## src/source/jp2k_pkg.sv

```systemverilog
package jp2k_pkg;

    // tile geometry and memory addressing.
    localparam int TILE_PAIRS = 8;
    localparam int ADDR_W     = 18;
    localparam int PAIR_IDX_W = 3;

    // data path widths.
    localparam int SAMPLE_W = 16;
    localparam int WORD_W   = 32;
    localparam int WAV_W    = 18;   // 5/3 coefficients need two bits over the sample width.
    localparam int MAG_W    = 16;
    localparam int COEF_W   = 17;
    localparam int RATIO_W  = 3;
    localparam int PLANE_W  = 5;

    typedef logic signed [SAMPLE_W-1:0] sample_t;

    // even sample in the high half and odd sample in the low half.
    typedef logic [WORD_W-1:0] word_t;

    typedef logic [ADDR_W-1:0] addr_t;

    typedef logic signed [WAV_W-1:0] wavelet_t;

    typedef logic [MAG_W-1:0] mag_t;

    // sign in the top bit, magnitude below it.
    typedef logic [COEF_W-1:0] coef_t;

    typedef logic [RATIO_W-1:0] ratio_t;

    typedef logic [PLANE_W-1:0] plane_count_t;

    typedef enum logic [1:0] {
        IDLE,
        FETCH,
        DRAIN
    } tile_state_t;

endpackage

```

## src/source/sample_if.sv

```systemverilog
`timescale 1ns/1ps

interface sample_if
    import jp2k_pkg::*;
();

    sample_t even;
    sample_t odd;
    logic    vld;   // one pair per cycle while high.
    logic    last;  // marks the final pair of the tile.

    modport src (
        output even, odd, vld, last
    );

    modport dst (
        input even, odd, vld, last
    );

endinterface

```

## src/source/coef_if.sv

```systemverilog
`timescale 1ns/1ps

interface coef_if
    import jp2k_pkg::*;
();

    // on the quantized bus the coef_t value sits in the low bits.
    wavelet_t low;
    wavelet_t high;
    logic     vld;
    logic     last;

    modport src (
        output low, high, vld, last
    );

    modport dst (
        input low, high, vld, last
    );

endinterface

```

## src/source/tile_ctrl.sv

```systemverilog
`timescale 1ns/1ps

module tile_ctrl
    import jp2k_pkg::*;
(
    input  logic  clk_dwt,
    input  logic  rst,
    input  logic  start_cpu,
    input  word_t douta_all_1,
    input  logic  one_codeblock_over,
    output addr_t addra_all_1,
    output logic  start_dwt,
    sample_if.src samples
);

    tile_state_t           state;
    logic [PAIR_IDX_W-1:0] pair_cnt;
    addr_t                 tile_base;
    logic                  fetch_last;
    logic                  rd_vld;
    logic                  rd_last;

    assign fetch_last = (pair_cnt == PAIR_IDX_W'(TILE_PAIRS - 1));

    // pair_cnt wraps back to zero after the last fetch so the address rests on tile_base.
    assign addra_all_1 = tile_base + addr_t'(pair_cnt);

    assign start_dwt = (state != IDLE);

    always_ff @(posedge clk_dwt or negedge rst)
    begin
        if (!rst)
        begin
            state     <= IDLE;
            pair_cnt  <= '0;
            tile_base <= '0;
        end
        else
        begin
            case (state)
                IDLE:
                begin
                    if (start_cpu)
                    begin
                        state    <= FETCH;
                        pair_cnt <= '0;
                    end
                end
                FETCH:
                begin
                    pair_cnt <= pair_cnt + 1'b1;
                    if (fetch_last)
                    begin
                        state     <= DRAIN;
                        tile_base <= tile_base + addr_t'(TILE_PAIRS);  // next tile block.
                    end
                end
                DRAIN:
                begin
                    if (one_codeblock_over)
                        state <= IDLE;
                end
                default:
                    state <= IDLE;
            endcase
        end
    end

    // the memory answers one cycle after the address, so the strobes follow it.
    always_ff @(posedge clk_dwt or negedge rst)
    begin
        if (!rst)
        begin
            rd_vld       <= 1'b0;
            rd_last      <= 1'b0;
            samples.vld  <= 1'b0;
            samples.last <= 1'b0;
        end
        else
        begin
            rd_vld       <= (state == FETCH);
            rd_last      <= (state == FETCH) && fetch_last;
            samples.vld  <= rd_vld;
            samples.last <= rd_last;
        end
    end

    always_ff @(posedge clk_dwt)
    begin
        if (rd_vld)
        begin
            samples.even <= douta_all_1[WORD_W-1:SAMPLE_W];
            samples.odd  <= douta_all_1[SAMPLE_W-1:0];
        end
    end

endmodule

```

## src/source/dwt_lifting.sv

```systemverilog
`timescale 1ns/1ps

module dwt_lifting
    import jp2k_pkg::*;
(
    input  logic  clk_dwt,
    input  logic  rst,
    sample_if.dst samples,
    coef_if.src   wav_bus
);

    sample_t                 e_p;       // held pair n.
    sample_t                 o_p;
    wavelet_t                d_prev;    // highpass of pair n-1.
    logic                    hold;
    logic                    first;
    logic                    flush;
    logic                    step;
    sample_t                 e_next;
    logic signed [SAMPLE_W:0] pred_sum;
    wavelet_t                d_new;
    wavelet_t                d_left;
    logic signed [WAV_W:0]   upd_sum;
    logic signed [WAV_W:0]   s_full;

    // a pair is finished when its right neighbour arrives or in the flush cycle.
    assign step = (samples.vld && hold) || flush;

    always_comb
    begin
        e_next   = flush ? e_p : samples.even;  // mirror even(N-1) past the tile end.
        pred_sum = e_p + e_next;
        d_new    = o_p - (pred_sum >>> 1);
        d_left   = first ? d_new : d_prev;      // pair 0 reuses d(0) as d(-1).
        upd_sum  = d_left + d_new + 2;
        s_full   = e_p + (upd_sum >>> 2);
    end

    always_ff @(posedge clk_dwt or negedge rst)
    begin
        if (!rst)
        begin
            hold         <= 1'b0;
            first        <= 1'b0;
            flush        <= 1'b0;
            wav_bus.vld  <= 1'b0;
            wav_bus.last <= 1'b0;
        end
        else
        begin
            flush        <= samples.vld && samples.last;
            wav_bus.vld  <= step;
            wav_bus.last <= flush;
            if (samples.vld)
            begin
                hold  <= 1'b1;
                first <= !hold;  // nothing held means this is pair 0.
            end
            else if (flush)
            begin
                hold <= 1'b0;
            end
        end
    end

    always_ff @(posedge clk_dwt)
    begin
        if (samples.vld)
        begin
            e_p <= samples.even;
            o_p <= samples.odd;
        end
        if (step)
        begin
            d_prev       <= d_new;
            wav_bus.low  <= s_full[WAV_W-1:0];
            wav_bus.high <= d_new;
        end
    end

endmodule

```

## src/source/coef_quantizer.sv

```systemverilog
`timescale 1ns/1ps

module coef_quantizer
    import jp2k_pkg::*;
(
    input  logic   clk_dwt,
    input  logic   rst,
    input  ratio_t compression_ratio,
    coef_if.dst    wav_bus,
    coef_if.src    quant_bus
);

    // sign-magnitude with the magnitude shifted down by the ratio.
    function automatic coef_t quantize(wavelet_t c, ratio_t r);
        wavelet_t abs_c;
        mag_t     shifted;
        abs_c   = c[WAV_W-1] ? -c : c;
        shifted = abs_c[MAG_W-1:0] >> r;
        return {c[WAV_W-1] && (shifted != '0), shifted};  // no negative zero.
    endfunction

    always_ff @(posedge clk_dwt or negedge rst)
    begin
        if (!rst)
        begin
            quant_bus.vld  <= 1'b0;
            quant_bus.last <= 1'b0;
        end
        else
        begin
            quant_bus.vld  <= wav_bus.vld;
            quant_bus.last <= wav_bus.vld && wav_bus.last;
        end
    end

    always_ff @(posedge clk_dwt)
    begin
        if (wav_bus.vld)
        begin
            quant_bus.low  <= {{(WAV_W-COEF_W){1'b0}}, quantize(wav_bus.low, compression_ratio)};
            quant_bus.high <= {{(WAV_W-COEF_W){1'b0}}, quantize(wav_bus.high, compression_ratio)};
        end
    end

endmodule

```

## src/source/bitplane_scan.sv

```systemverilog
`timescale 1ns/1ps

module bitplane_scan
    import jp2k_pkg::*;
(
    input  logic         clk_dwt,
    input  logic         rst,
    coef_if.dst          quant_bus,
    output plane_count_t zero_plane_low,
    output plane_count_t zero_plane_high,
    output logic         one_codeblock_over
);

    mag_t acc_low;
    mag_t acc_high;
    mag_t mag_low;
    mag_t mag_high;

    function automatic plane_count_t lead_zeros(mag_t v);
        plane_count_t n;
        logic         found;
        n     = plane_count_t'(MAG_W);
        found = 1'b0;
        for (int i = MAG_W - 1; i >= 0; i--)
        begin
            if (!found && v[i])
            begin
                n     = plane_count_t'(MAG_W - 1 - i);
                found = 1'b1;
            end
        end
        return n;
    endfunction

    // magnitude bits sit below the sign of the coef_t value.
    assign mag_low  = quant_bus.low[MAG_W-1:0];
    assign mag_high = quant_bus.high[MAG_W-1:0];

    always_ff @(posedge clk_dwt or negedge rst)
    begin
        if (!rst)
        begin
            acc_low            <= '0;
            acc_high           <= '0;
            zero_plane_low     <= plane_count_t'(MAG_W);
            zero_plane_high    <= plane_count_t'(MAG_W);
            one_codeblock_over <= 1'b0;
        end
        else
        begin
            one_codeblock_over <= quant_bus.vld && quant_bus.last;
            if (quant_bus.vld && quant_bus.last)
            begin
                zero_plane_low  <= lead_zeros(acc_low | mag_low);
                zero_plane_high <= lead_zeros(acc_high | mag_high);
                acc_low         <= '0;  // ready for the next tile.
                acc_high        <= '0;
            end
            else if (quant_bus.vld)
            begin
                acc_low  <= acc_low | mag_low;
                acc_high <= acc_high | mag_high;
            end
        end
    end

endmodule

```

## src/source/jp2k_dwt_top.sv

```systemverilog
`timescale 1ns/1ps

module jp2k_dwt_top
    import jp2k_pkg::*;
(
    input  logic         clk_dwt,
    input  logic         rst,
    input  logic         start_cpu,
    input  ratio_t       compression_ratio,
    input  word_t        douta_all_1,
    output addr_t        addra_all_1,
    output logic         start_dwt,
    output coef_t        coef_low,
    output coef_t        coef_high,
    output logic         coef_vld,
    output logic         coef_last,
    output plane_count_t zero_plane_low,
    output plane_count_t zero_plane_high,
    output logic         one_codeblock_over
);

    sample_if samples();
    coef_if   wav_bus();
    coef_if   quant_bus();

    tile_ctrl u_tile_ctrl (
        .clk_dwt            (clk_dwt),
        .rst                (rst),
        .start_cpu          (start_cpu),
        .douta_all_1        (douta_all_1),
        .one_codeblock_over (one_codeblock_over),
        .addra_all_1        (addra_all_1),
        .start_dwt          (start_dwt),
        .samples            (samples)
    );

    dwt_lifting u_dwt_lifting (
        .clk_dwt (clk_dwt),
        .rst     (rst),
        .samples (samples),
        .wav_bus (wav_bus)
    );

    coef_quantizer u_coef_quantizer (
        .clk_dwt           (clk_dwt),
        .rst               (rst),
        .compression_ratio (compression_ratio),
        .wav_bus           (wav_bus),
        .quant_bus         (quant_bus)
    );

    bitplane_scan u_bitplane_scan (
        .clk_dwt            (clk_dwt),
        .rst                (rst),
        .quant_bus          (quant_bus),
        .zero_plane_low     (zero_plane_low),
        .zero_plane_high    (zero_plane_high),
        .one_codeblock_over (one_codeblock_over)
    );

    // quantized coefficients leave the chip without any handshake.
    assign coef_low  = quant_bus.low[COEF_W-1:0];
    assign coef_high = quant_bus.high[COEF_W-1:0];
    assign coef_vld  = quant_bus.vld;
    assign coef_last = quant_bus.last;

endmodule

```

## config.mk

```make
export PLATFORM = sky130hd
export DESIGN_NAME = jp2k_dwt_top
export DESIGN_NICKNAME = d
export VERILOG_FILES = /design/src/source/jp2k_pkg.sv /design/src/source/sample_if.sv /design/src/source/coef_if.sv /design/src/source/tile_ctrl.sv /design/src/source/dwt_lifting.sv /design/src/source/coef_quantizer.sv /design/src/source/bitplane_scan.sv /design/src/source/jp2k_dwt_top.sv
export SDC_FILE = /design/constraint.sdc
export NUM_CORES = 1
export LEC_CHECK = 0
export BUFFER_PORTS_ARGS = -buffer_cell sky130_fd_sc_hd__buf_2
export CAP_MARGIN = 20
export CORE_MARGIN = 5
export CORE_UTILIZATION = 40
export DETAILED_ROUTE_END_ITERATION = 8
export GPL_ROUTABILITY_DRIVEN = 0
export SLEW_MARGIN = 0
export SYNTH_ARGS = -nofsm -noshare
export SYNTH_HDL_FRONTEND = slang
export SYNTH_HIERARCHICAL = 1
export SYNTH_SLANG_ARGS = --single-unit
```

## constraint.sdc

```tcl
create_clock -name clk_dwt -period 9.5 [get_ports clk_dwt]
set_input_delay 0.95 -clock clk_dwt [delete_from_list [all_inputs] [get_ports clk_dwt]]
set_output_delay 0.95 -clock clk_dwt [all_outputs]
set_load 0.05 [all_outputs]
```

# == Word level (Yosys, flattened, before mapping) ==
# Index checks and enable logic that the tools add are counted.
# totals
input_bits,38
register_bits,210
wordCells,234
# op_classes
shift,2
muxes,108
reduce_logical,79
n_addsub,10
bitwise_logic,2
eq_ne,6
# ops
cell,n
$mux W5,32
$mux W16,7
$mux W1,62
$logic_and A1 B1 Y1,37
$neg A16 Y16,2
$or A16 B16 Y16,2
$reduce_bool A16 Y1,2
$shr A16 B3 Y16,2
$logic_not A1 Y1,31
$add A18 B17 Y19,1
$add A19 B3 Y19 const B,1
$add A16 B17 Y18,1
$add A18 B3 Y18,1
$add A18 B4 Y18 const B,1
$mux W18,1
$add A16 B16 Y17,1
$sub A16 B16 Y17,1
$reduce_bool A2 Y1,4
$mux W2,3
$pmux W2 S3,1
$pmux W3 S2,1
$ne A2 B1 Y1 const B,2
$reduce_and A2 Y1,2
$add A3 B1 Y3 const B,1
other kinds (8),8

# == Longest topological paths before layout ==
# Gate-level depths: netlist of the first run.
# logic_depth
word_depth,62
ltp_mapped,35

# == Hierarchy ==
# Netlist of the first run, hierarchy kept.
# by_module_without_submodules
module,area_per_inst_um2,cells_per_inst,n_inst,seq_area_each_um2
dwt_lifting,5664.2,524,1,2137.0
coef_quantizer,3848.7,408,1,1071.0
bitplane_scan,2019.4,212,1,1078.5
tile_ctrl,1959.4,109,1,1561.5

# == Worst setup path before layout of the first run ==
# Ideal clock, no wire load.
# synth_timing
path_type,flip-flop to flip-flop
startpoint,register u_dwt_lifting.flush
endpoint,"register u_dwt_lifting.wav_bus.low[17], data pin"
path_stages_with_launch,33
path_slack_ns,2.842
required_ns,9.246
setup_ns,0.254
arrival_time_ns,6.404
n_path_buf,2
cell_sequence,dfrtp_1 buf_2 mux2_2 fa_1 a21o_1 a31oi_1 o21ai_1 a21oi_1 xor2_1 ha_1 nand4_1 nor2_1 o31ai_2 a31oi_1 xor2_1 nor2_1 nor2_1 ha_1 ha_1 buf_2 a21o_1 a21o_1 a41oi_1 o21ai_2 a21o_1 a21oi_1 xnor2_1 ha_1 nand3_1 or2_2 o311ai_1 a2111oi_0 a21o_1
# synth_via
elab_chain_cells,7
# synth_rtl
item,line_no,source
start: declaration,dwt_lifting.sv:17,logic flush;
start signal: assignment,dwt_lifting.sv:51,flush <= samples.vld && samples.last;
$mux W16 *,dwt_lifting.sv:31,e_next = flush ? e_p : samples.even;
$add A16 B16 Y17 *,dwt_lifting.sv:32,pred_sum = e_p + e_next;
$sub A16 B16 Y17 *,dwt_lifting.sv:33,d_new = o_p - (pred_sum >>> 1);
via u_dwt_lifting.d_new[11],dwt_lifting.sv:21,wavelet_t d_new;
$mux W18,dwt_lifting.sv:34,d_left = first ? d_new : d_prev;
$add A18 B17 Y19 *,dwt_lifting.sv:35,upd_sum = d_left + d_new + 2;
$add A19 B3 Y19 *,dwt_lifting.sv:35,
$add A16 B17 Y18 *,dwt_lifting.sv:36,s_full = e_p + (upd_sum >>> 2);
via u_dwt_lifting.s_full[17],dwt_lifting.sv:24,logic signed [WAV_W:0] s_full;
end signal: assignment,dwt_lifting.sv:76,wav_bus.low <= s_full[WAV_W-1:0];
end: declaration,coef_if.sv:14,"output low, high, vld, last"
# Mark *: on every way through the listed nets, which the timed path passes. The rest lies on a longest branch.
# A chain may end at the register's enable or synchronous reset.

# == Worst setup path in the final report of the first run ==
# Ends and elaborated chain as after synthesis.

==> results.json, run 1 <==
{
  "layout-drive-gt1-share_pct": 18.7,
  "rows": 67,
  "crit_slowest_cell": "dfrtp_1",
  "nFillCells": 3228,
  "r2r-start": "u_dwt_lifting/flush",
  "hp-class": "input port to async pin",
  "area_growth_pct": 12.3,
  "cts_hold_buf": 0,
  "cts_resized": 0,
  "grt_pass1_wl_um": 48700,
  "fin_nets": 1457,
  "drv_slew": 0,
  "grt_max_degree": 68,
  "hpwl_um": 22000,
  "status": "completed",
  "yosysWarnings": 6,
  "min_period_ns": 7.72,
  "clk_latency_ns": 0.53,
  "die_w_um": 193,
  "fin_skew_ns": 0.0124,
  "cts.sinks": 206,
  "antenna_found_initial": 0,
  "synth_area_sq_um": 13400,
  "antennaDiodeCount": 0,
  "synth.net_count": 1373,
  "cts.clk_slew.worst_paths_ns": 0.06,
  "finalCritPeriodShare_pct": 81.2,
  "drc_errors": 0,
  "setup_viol": 0,
  "max_stage_delay_ns": 0.84,
  "cts_root_buffer": "clkbuf_16",
  "htree_levels": 1,
  "cts_tree": "done",
  "cap_violations": 0,
  "die-height_um": 193,
  "via_count": 9859,
  "rsz0062_at_grt": "no",
  "fin_cells": 1796,
  "start_util_pct": 40.2,
  "r2r_cells": 30,
  "dr.pass1.iters": 5,
  "path_class": "flop to flop",
  "hold_viol": 0,
  "placed_cells": 1750,
  "critical_path_required_ns": 9.78,
  "endpoint_kind": "flop",
  "grt-ovfl-total": 0,
  "viasPerCell": 5.49,
  "ff2ff_setup_slack_ns": 1.78,
  "cpMostUsedCell": "a21o_1",
  "arrival_ns": 7.99,
  "syn_area_per_cell_sq_um": 10.8,
  "drtIter0Drc": 428,
  "gr-usage-all-layers_pct": 15.7,
  "routedWlPerCell_um": 16.5,
  "ant_nets": 0,
  "postCtsSetupBuffers": 0,
  "clock_path_buffers": 3,
  "port_buffers": 103,
  "rr_endpoint": "u_dwt_lifting/wav_bus.low[17]",
  "start_kind": "flop",
  "numCtsBuffers": 25,
  "netlist_instances": 1246,
  "cp_max_fo": 18,
  "tightest_slew_ns": 0.928,
  "maxSlewHeadroom_pct": 38.2,
  "io_pins": 104,
  "crit_start": "u_dwt_lifting/flush",
  "grt_pass1_vias": 9524,
  "core_sq_um": 33400,
  "die_area_sq_um": 37300,
  "fin_setup_tns_ns": 0,
  "fmax_mhz": 130,
  "wirelength_um": 29600
}
[sequential cells by signal, indices dropped and copies added, names as in the netlist, 16 cells and up]
register and flops:
u_tile_ctrl/samples.odd 16, u_dwt_lifting/d_prev 17, u_coef_quantizer/quant_bus.low 17, u_dwt_lifting/e_p 16
u_bitplane_scan/acc_low 16, u_bitplane_scan/acc_high 16, u_dwt_lifting/wav_bus.low 17, u_coef_quantizer/quant_bus.high 17
u_tile_ctrl/samples.even 16, u_dwt_lifting/o_p 16
[routing by layer]
| metal | GRT usage (%) | share of wire [%] | vias to the layer above |
|---|---|---|---|
| li1 | - | - | 4901 |
| met1 | 22.2 | 47 | 4707 |
| met2 | 25.8 | 46 | 210 |
| met3 | 2.00 | 4.4 | 41 |
| met4 | 4.25 | 2.4 | 0 |
| met5 | 0 | 0 | - |
[layout by cell type, fill, tap and decap left out, drive strengths merged, types with 11 or more instances in the layout]
| master | count |
|---|---|
| a211oi | 12 |
| a21o | 26 |
| a21oi | 99 |
| a31oi | 17 |
| buf | 112 |
| clkbuf | 31 |
| dfrtp | 72 |
| edfxtp | 132 |
| ha | 85 |
| inv | 39 |
| mux2 | 32 |
| mux2i | 37 |
| nand2 | 56 |
| nand2b | 12 |
| nand3 | 14 |
| nand4 | 15 |
| nor2 | 124 |
| nor2b | 12 |
| nor3 | 25 |
| nor4 | 27 |
| o211ai | 13 |
| o21ai | 56 |
| o21bai | 11 |
| o31ai | 21 |
| o41ai | 12 |
| or3 | 11 |
| or4 | 12 |
| xnor2 | 42 |
| xor2 | 50 |
[worst max-delay path by stage]
stage	end	cells past startpoint
2_1_floorplan	u_dwt_lifting/wav_bus.low[17]	32
3_3_place_gp	u_dwt_lifting/wav_bus.low[17]	30
3_5_place_dp	u_dwt_lifting/wav_bus.low[17]	30
4_1_cts	u_dwt_lifting/wav_bus.low[17]	30
5_1_grt	u_dwt_lifting/wav_bus.low[17]	30
6_report	u_dwt_lifting/wav_bus.low[17]	30
[area by class of cell]
class,instances,area [sq um],area share [%]
Clock buffer,31,691,4.58
Tap cell,448,561,3.72
Multi-Input combinational cell,947,7100,47.1
Timing Repair Buffer,112,593,3.93
Clock inverter,14,171,1.14
Sequential cell,206,5820,38.6
Inverter,38,143,0.946
[critical path: cells and delay by family (launching register included)]
family,cells,cell delay [ns]
xor+xnor,3,0.46
compound gates,15,2.98
mux,1,0.44
simple gates,6,0.92
flops,1,0.84
fa+ha+maj,5,1.81
[stage by stage]
step	util (%)	cell area (sq um)	setup WS, ns	hold slack, ns
finish	45.2	15100	1.78	0.249
global route	45.2	15100	1.10	0.231
CTS	45.1	15100	1.79	0.216
detailed placement	42.5	14200	1.84	0.383
global placement	42.5	14200	2.03	0.399
floorplan	-	13400	2.87	0.331
Power of run 1 is not shown: default switching activity piles up to over one toggle a cycle in this logic, so the estimate is an artifact.
==> run 2, diff against run 1 <==
Clock period 9.5 ns to 8.05 ns, I/O delays scaled along.
==> run 2 against run 1 <==
- hold slack lost 0.15 ns
- via count grew 0.28%
- global-route usage shrank 0.14 points
- critical path depth is the same
- register-to-register slack lost 0.99 ns
- cell area grew 0.31%
- core utilization grew 0.14 points
- sequential cell count is the same
- sequential share of layout area shrank 0.12 points
- first-iteration DRC count grew 8.2%
- die area is the same
- highest routed layer unchanged
==> results.json, run 2 (same netlist as run 1, synthesis figures left out) <==
{
  "status": "completed",
  "clock_path_buffers": 3,
  "max_stage_delay_ns": 0.52,
  "min_period_ns": 7.26,
  "hp-class": "input port to async pin",
  "maxSlewHeadroom_pct": 35.0,
  "critical_path_required_ns": 8.33,
  "gr-usage-all-layers_pct": 15.6,
  "layout_commonest_cell": "edfxtp_1",
  "wirelength_um": 29500,
  "dr.pass1.iters": 5,
  "fin_nets": 1461,
  "grt_pass1_wl_um": 48400,
  "via_count": 9887,
  "r2r-start": "u_dwt_lifting/flush",
  "start_util_pct": 40.2,
  "hold_viol": 0,
  "cts.clk_slew.worst_paths_ns": 0.06,
  "crit_slowest_cell": "dfrtp_1",
  "fmax_mhz": 138,
  "grt_pass1_vias": 9579,
  "grt-ovfl-total": 0,
  "hpwl_um": 22000,
  "setup_viol": 0,
  "antennaDiodeCount": 0,
  "endpoint_kind": "flop",
  "die_w_um": 193,
  "cts.sinks": 206,
  "routedWlPerCell_um": 16.4,
  "post-place-ws_ns": 0.838,
  "drv_slew": 0,
  "r2r_cells": 30,
  "drc_errors": 0,
  "rows": 67,
  "fin_setup_tns_ns": 0,
  "arrival_ns": 7.54,
  "tightest_slew_ns": 0.974,
  "start_kind": "flop",
  "area_growth_pct": 12.6,
  "nFillCells": 3200,
  "finalCritPeriodShare_pct": 90.2,
  "viasPerCell": 5.49,
  "fin_util_pct": 45.3,
  "path_class": "flop to flop",
  "cts_root_buffer": "clkbuf_16",
  "rr_endpoint": "u_dwt_lifting/wav_bus.low[17]",
  "final_cell_mix": "edfxtp_1, nor2_1, buf_2",
  "postCtsSetupBuffers": 0,
  "cts_resized": 0,
  "core_sq_um": 33400,
  "die_area_sq_um": 37300,
  "htree_levels": 1,
  "ant_nets": 0,
  "port_buffers": 103,
  "grt_max_degree": 69,
  "cap_violations": 0,
  "cp_max_fo": 7,
  "antenna_found_initial": 0,
  "io_pins": 104,
  "clk_latency_ns": 0.53,
  "cts_tree": "done",
  "rsz0062_at_grt": "no",
  "layout-drive-gt1-share_pct": 19.0,
  "die-height_um": 193,
  "ff2ff_setup_slack_ns": 0.79,
  "cts_hold_buf": 0,
  "cpMostUsedCell": "a21o_1",
  "fin_skew_ns": 0.0178,
  "post-route-worst-setup-slack_ns": 0.790,
  "numCtsBuffers": 26,
  "drtIter0Drc": 463,
  "timing.hold.ws_ns": 0.0989
}
run 2: worst max path at each step:
stage	startpoint	end	slack (ns)	cells after the start
2_1_floorplan	u_dwt_lifting/flush	u_dwt_lifting/wav_bus.low[17]	1.42	32
3_3_place_gp	u_dwt_lifting/flush	u_dwt_lifting/wav_bus.low[17]	0.93	30
3_5_place_dp	u_dwt_lifting/flush	u_dwt_lifting/wav_bus.low[17]	0.84	30
4_1_cts	u_dwt_lifting/flush	u_dwt_lifting/wav_bus.low[17]	0.78	30
5_1_grt	u_dwt_lifting/flush	u_dwt_lifting/wav_bus.low[17]	0.26	30
6_report	u_dwt_lifting/flush	u_dwt_lifting/wav_bus.low[17]	0.79	30
run 2: final cells by class:
cell class                      count  area (sq um)  share of cell area (%)
Tap cell                          448           561                    3.71
Multi-Input combinational cell    947          7100                    46.9
Sequential cell                   206          5820                    38.5
Clock buffer                       37           774                    5.12
Clock inverter                     10          98.8                   0.654
Inverter                           38           143                   0.943
Timing Repair Buffer              115           628                    4.15
run 2: critical path, delay by kind of cell (launching register included):
family,cells,cell delay [ns]
simple gates,6,0.93
mux,1,0.40
xor+xnor,3,0.44
fa+ha+maj,5,1.82
compound gates,15,2.90
flops,1,0.52
run 2: per-stage QoR:
stage,area [sq um],std cells
5_1_grt,15100,1801
4_1_cts,15100,1800
2_1_floorplan,13400,1246
3_5_place_dp,14200,1753
6_report,15100,1801
3_3_place_gp,14200,1753
run 2: metal layers:
layer	vias up	share of wire, %	track usage [%]	wire, um
met4	0	2.4	4.14	703
met1	4706	47	21.5	13800
met5	-	0	0	0
li1	4917	-	-	-
met3	54	4.8	2.14	1410
met2	210	46	26.0	13600
Power of run 2 is left out for the same reason.
==> run 3, diff against run 2 <==
Settings changed: ABC_CLOCK_PERIOD_IN_PS set to 8150.
Clock period 8.05 ns to 8.15 ns, I/O delays scaled along.
==> run 3 against run 2 <==
- cell area decreased by 0.21%
- sequential cell count did not move
- cell count barely moved
- worst setup slack improved by 0.017 ns
- critical path depth did not move
- critical path type unchanged
- global-route usage grew 0.10 points
- clock skew decreased by 0.0073 ns
- critical endpoint unchanged
- sequential share of layout area rose by 0.080 points
==> results.json, run 3 (same netlist as run 1, synthesis figures left out) <==
{
  "numCtsBuffers": 25,
  "area_growth_pct": 12.4,
  "clk_latency_ns": 0.52,
  "gr-usage-all-layers_pct": 15.7,
  "cap_violations": 0,
  "use_met2_pct": 26.0,
  "tightest_slew_ns": 0.958,
  "die_w_um": 193,
  "fin_setup_tns_ns": 0,
  "viasPerCell": 5.48,
  "hold_viol": 0,
  "cts_hold_buf": 0,
  "die_area_sq_um": 37300,
  "htree_levels": 1,
  "drtIter0Drc": 488,
  "wirelength_um": 29700,
  "start_util_pct": 40.2,
  "cts.clk_slew.worst_paths_ns": 0.06,
  "finalCritPeriodShare_pct": 90.1,
  "crit_slowest_cell": "dfrtp_1",
  "grt_pass1_wl_um": 48800,
  "arrival_ns": 7.62,
  "ant_nets": 0,
  "cts_tree": "done",
  "hpwl_um": 22100,
  "path_class": "flop to flop",
  "cp_max_fo": 7,
  "fin_nets": 1460,
  "antennaDiodeCount": 0,
  "fin_skew_ns": 0.0105,
  "met3_usage_pct": 2.23,
  "status": "completed",
  "nFillCells": 3177,
  "die-height_um": 193,
  "routedWlPerCell_um": 16.5,
  "final_cell_mix": "edfxtp_1, nor2_1, buf_2",
  "drv_slew": 0,
  "core_sq_um": 33400,
  "max_stage_delay_ns": 0.53,
  "cts_resized": 0,
  "grt-ovfl-total": 0,
  "critical_path_required_ns": 8.43,
  "antenna_found_initial": 1,
  "grt_max_degree": 69,
  "start_kind": "flop",
  "hp-class": "input port to async pin",
  "rows": 67,
  "via_count": 9862,
  "setup_viol": 0,
  "layout-drive-gt1-share_pct": 19.1,
  "postLayoutCellArea_sq_um": 15100,
  "drc_errors": 0,
  "place_area_sq_um": 14200,
  "critPathBufInv": 0,
  "rsz0062_at_grt": "no",
  "cpMostUsedCell": "a21o_1",
  "layout_commonest_cell": "edfxtp_1",
  "clock_path_buffers": 3,
  "fmax_mhz": 136,
  "dr.pass1.iters": 6,
  "maxSlewHeadroom_pct": 36.1,
  "io_pins": 104,
  "postCtsSetupBuffers": 0,
  "port_buffers": 103,
  "busiest_layer": "met2",
  "use_met1_pct": 21.7,
  "min_period_ns": 7.34,
  "cts_root_buffer": "clkbuf_16",
  "grt_pass1_vias": 9590,
  "endpoint_kind": "flop",
  "cts.sinks": 206,
  "critical_path.top_delay_family": "compound AO/OA/AOI/OAI gates"
}
## run 3: layer usage
metal,vias to the layer above,wire length [um],share of wire [%]
li1,4906,-,-
met1,4687,13900,47
met2,220,13700,46
met3,49,1350,4.5
met4,0,743,2.5
met5,-,0,0
## run 3: per-stage QoR
stage / utilization (%) / setup WS (ns) / std cells / hold slack (ns)
after floorplan: - / 1.52 / 1246 / 0.331
after global placement: 42.6 / 1.03 / 1753 / 0.376
after detailed placement: 42.6 / 0.897 / 1753 / 0.373
after CTS: 45.2 / 0.812 / 1799 / 0.0838
after global routing: 45.2 / 0.268 / 1800 / 0.0812
final: 45.2 / 0.807 / 1800 / 0.112
## run 3: worst paths after layout
check / start / endpoint / slack, ns / depth (start not counted)
hold / removal: rst / u_bitplane_scan/acc_high[5] / 0.11 / 1
hold reg to reg: u_tile_ctrl/rd_last / u_tile_ctrl/samples.last / 0.38 / 0
setup / recovery: u_dwt_lifting/flush / u_dwt_lifting/wav_bus.low[17] / 0.81 / 30
max in group asynchronous: rst / u_tile_ctrl/tile_base[5] / 6.90 / 2
min in group clk_dwt: u_tile_ctrl/rd_last / u_tile_ctrl/samples.last / 0.38 / 0
setup reg to reg: u_dwt_lifting/flush / u_dwt_lifting/wav_bus.low[17] / 0.81 / 30
## run 3: cell type report
type | instances | area [sq um] | area share, %
Multi-Input combinational cell | 947 | 7100 | 47.0
Sequential cell | 206 | 5820 | 38.6
Clock buffer | 28 | 668 | 4.43
Timing Repair Buffer | 115 | 616 | 4.08
Tap cell | 448 | 561 | 3.72
Clock inverter | 18 | 186 | 1.24
Inverter | 38 | 143 | 0.945
Power of run 3 is left out for the same reason.
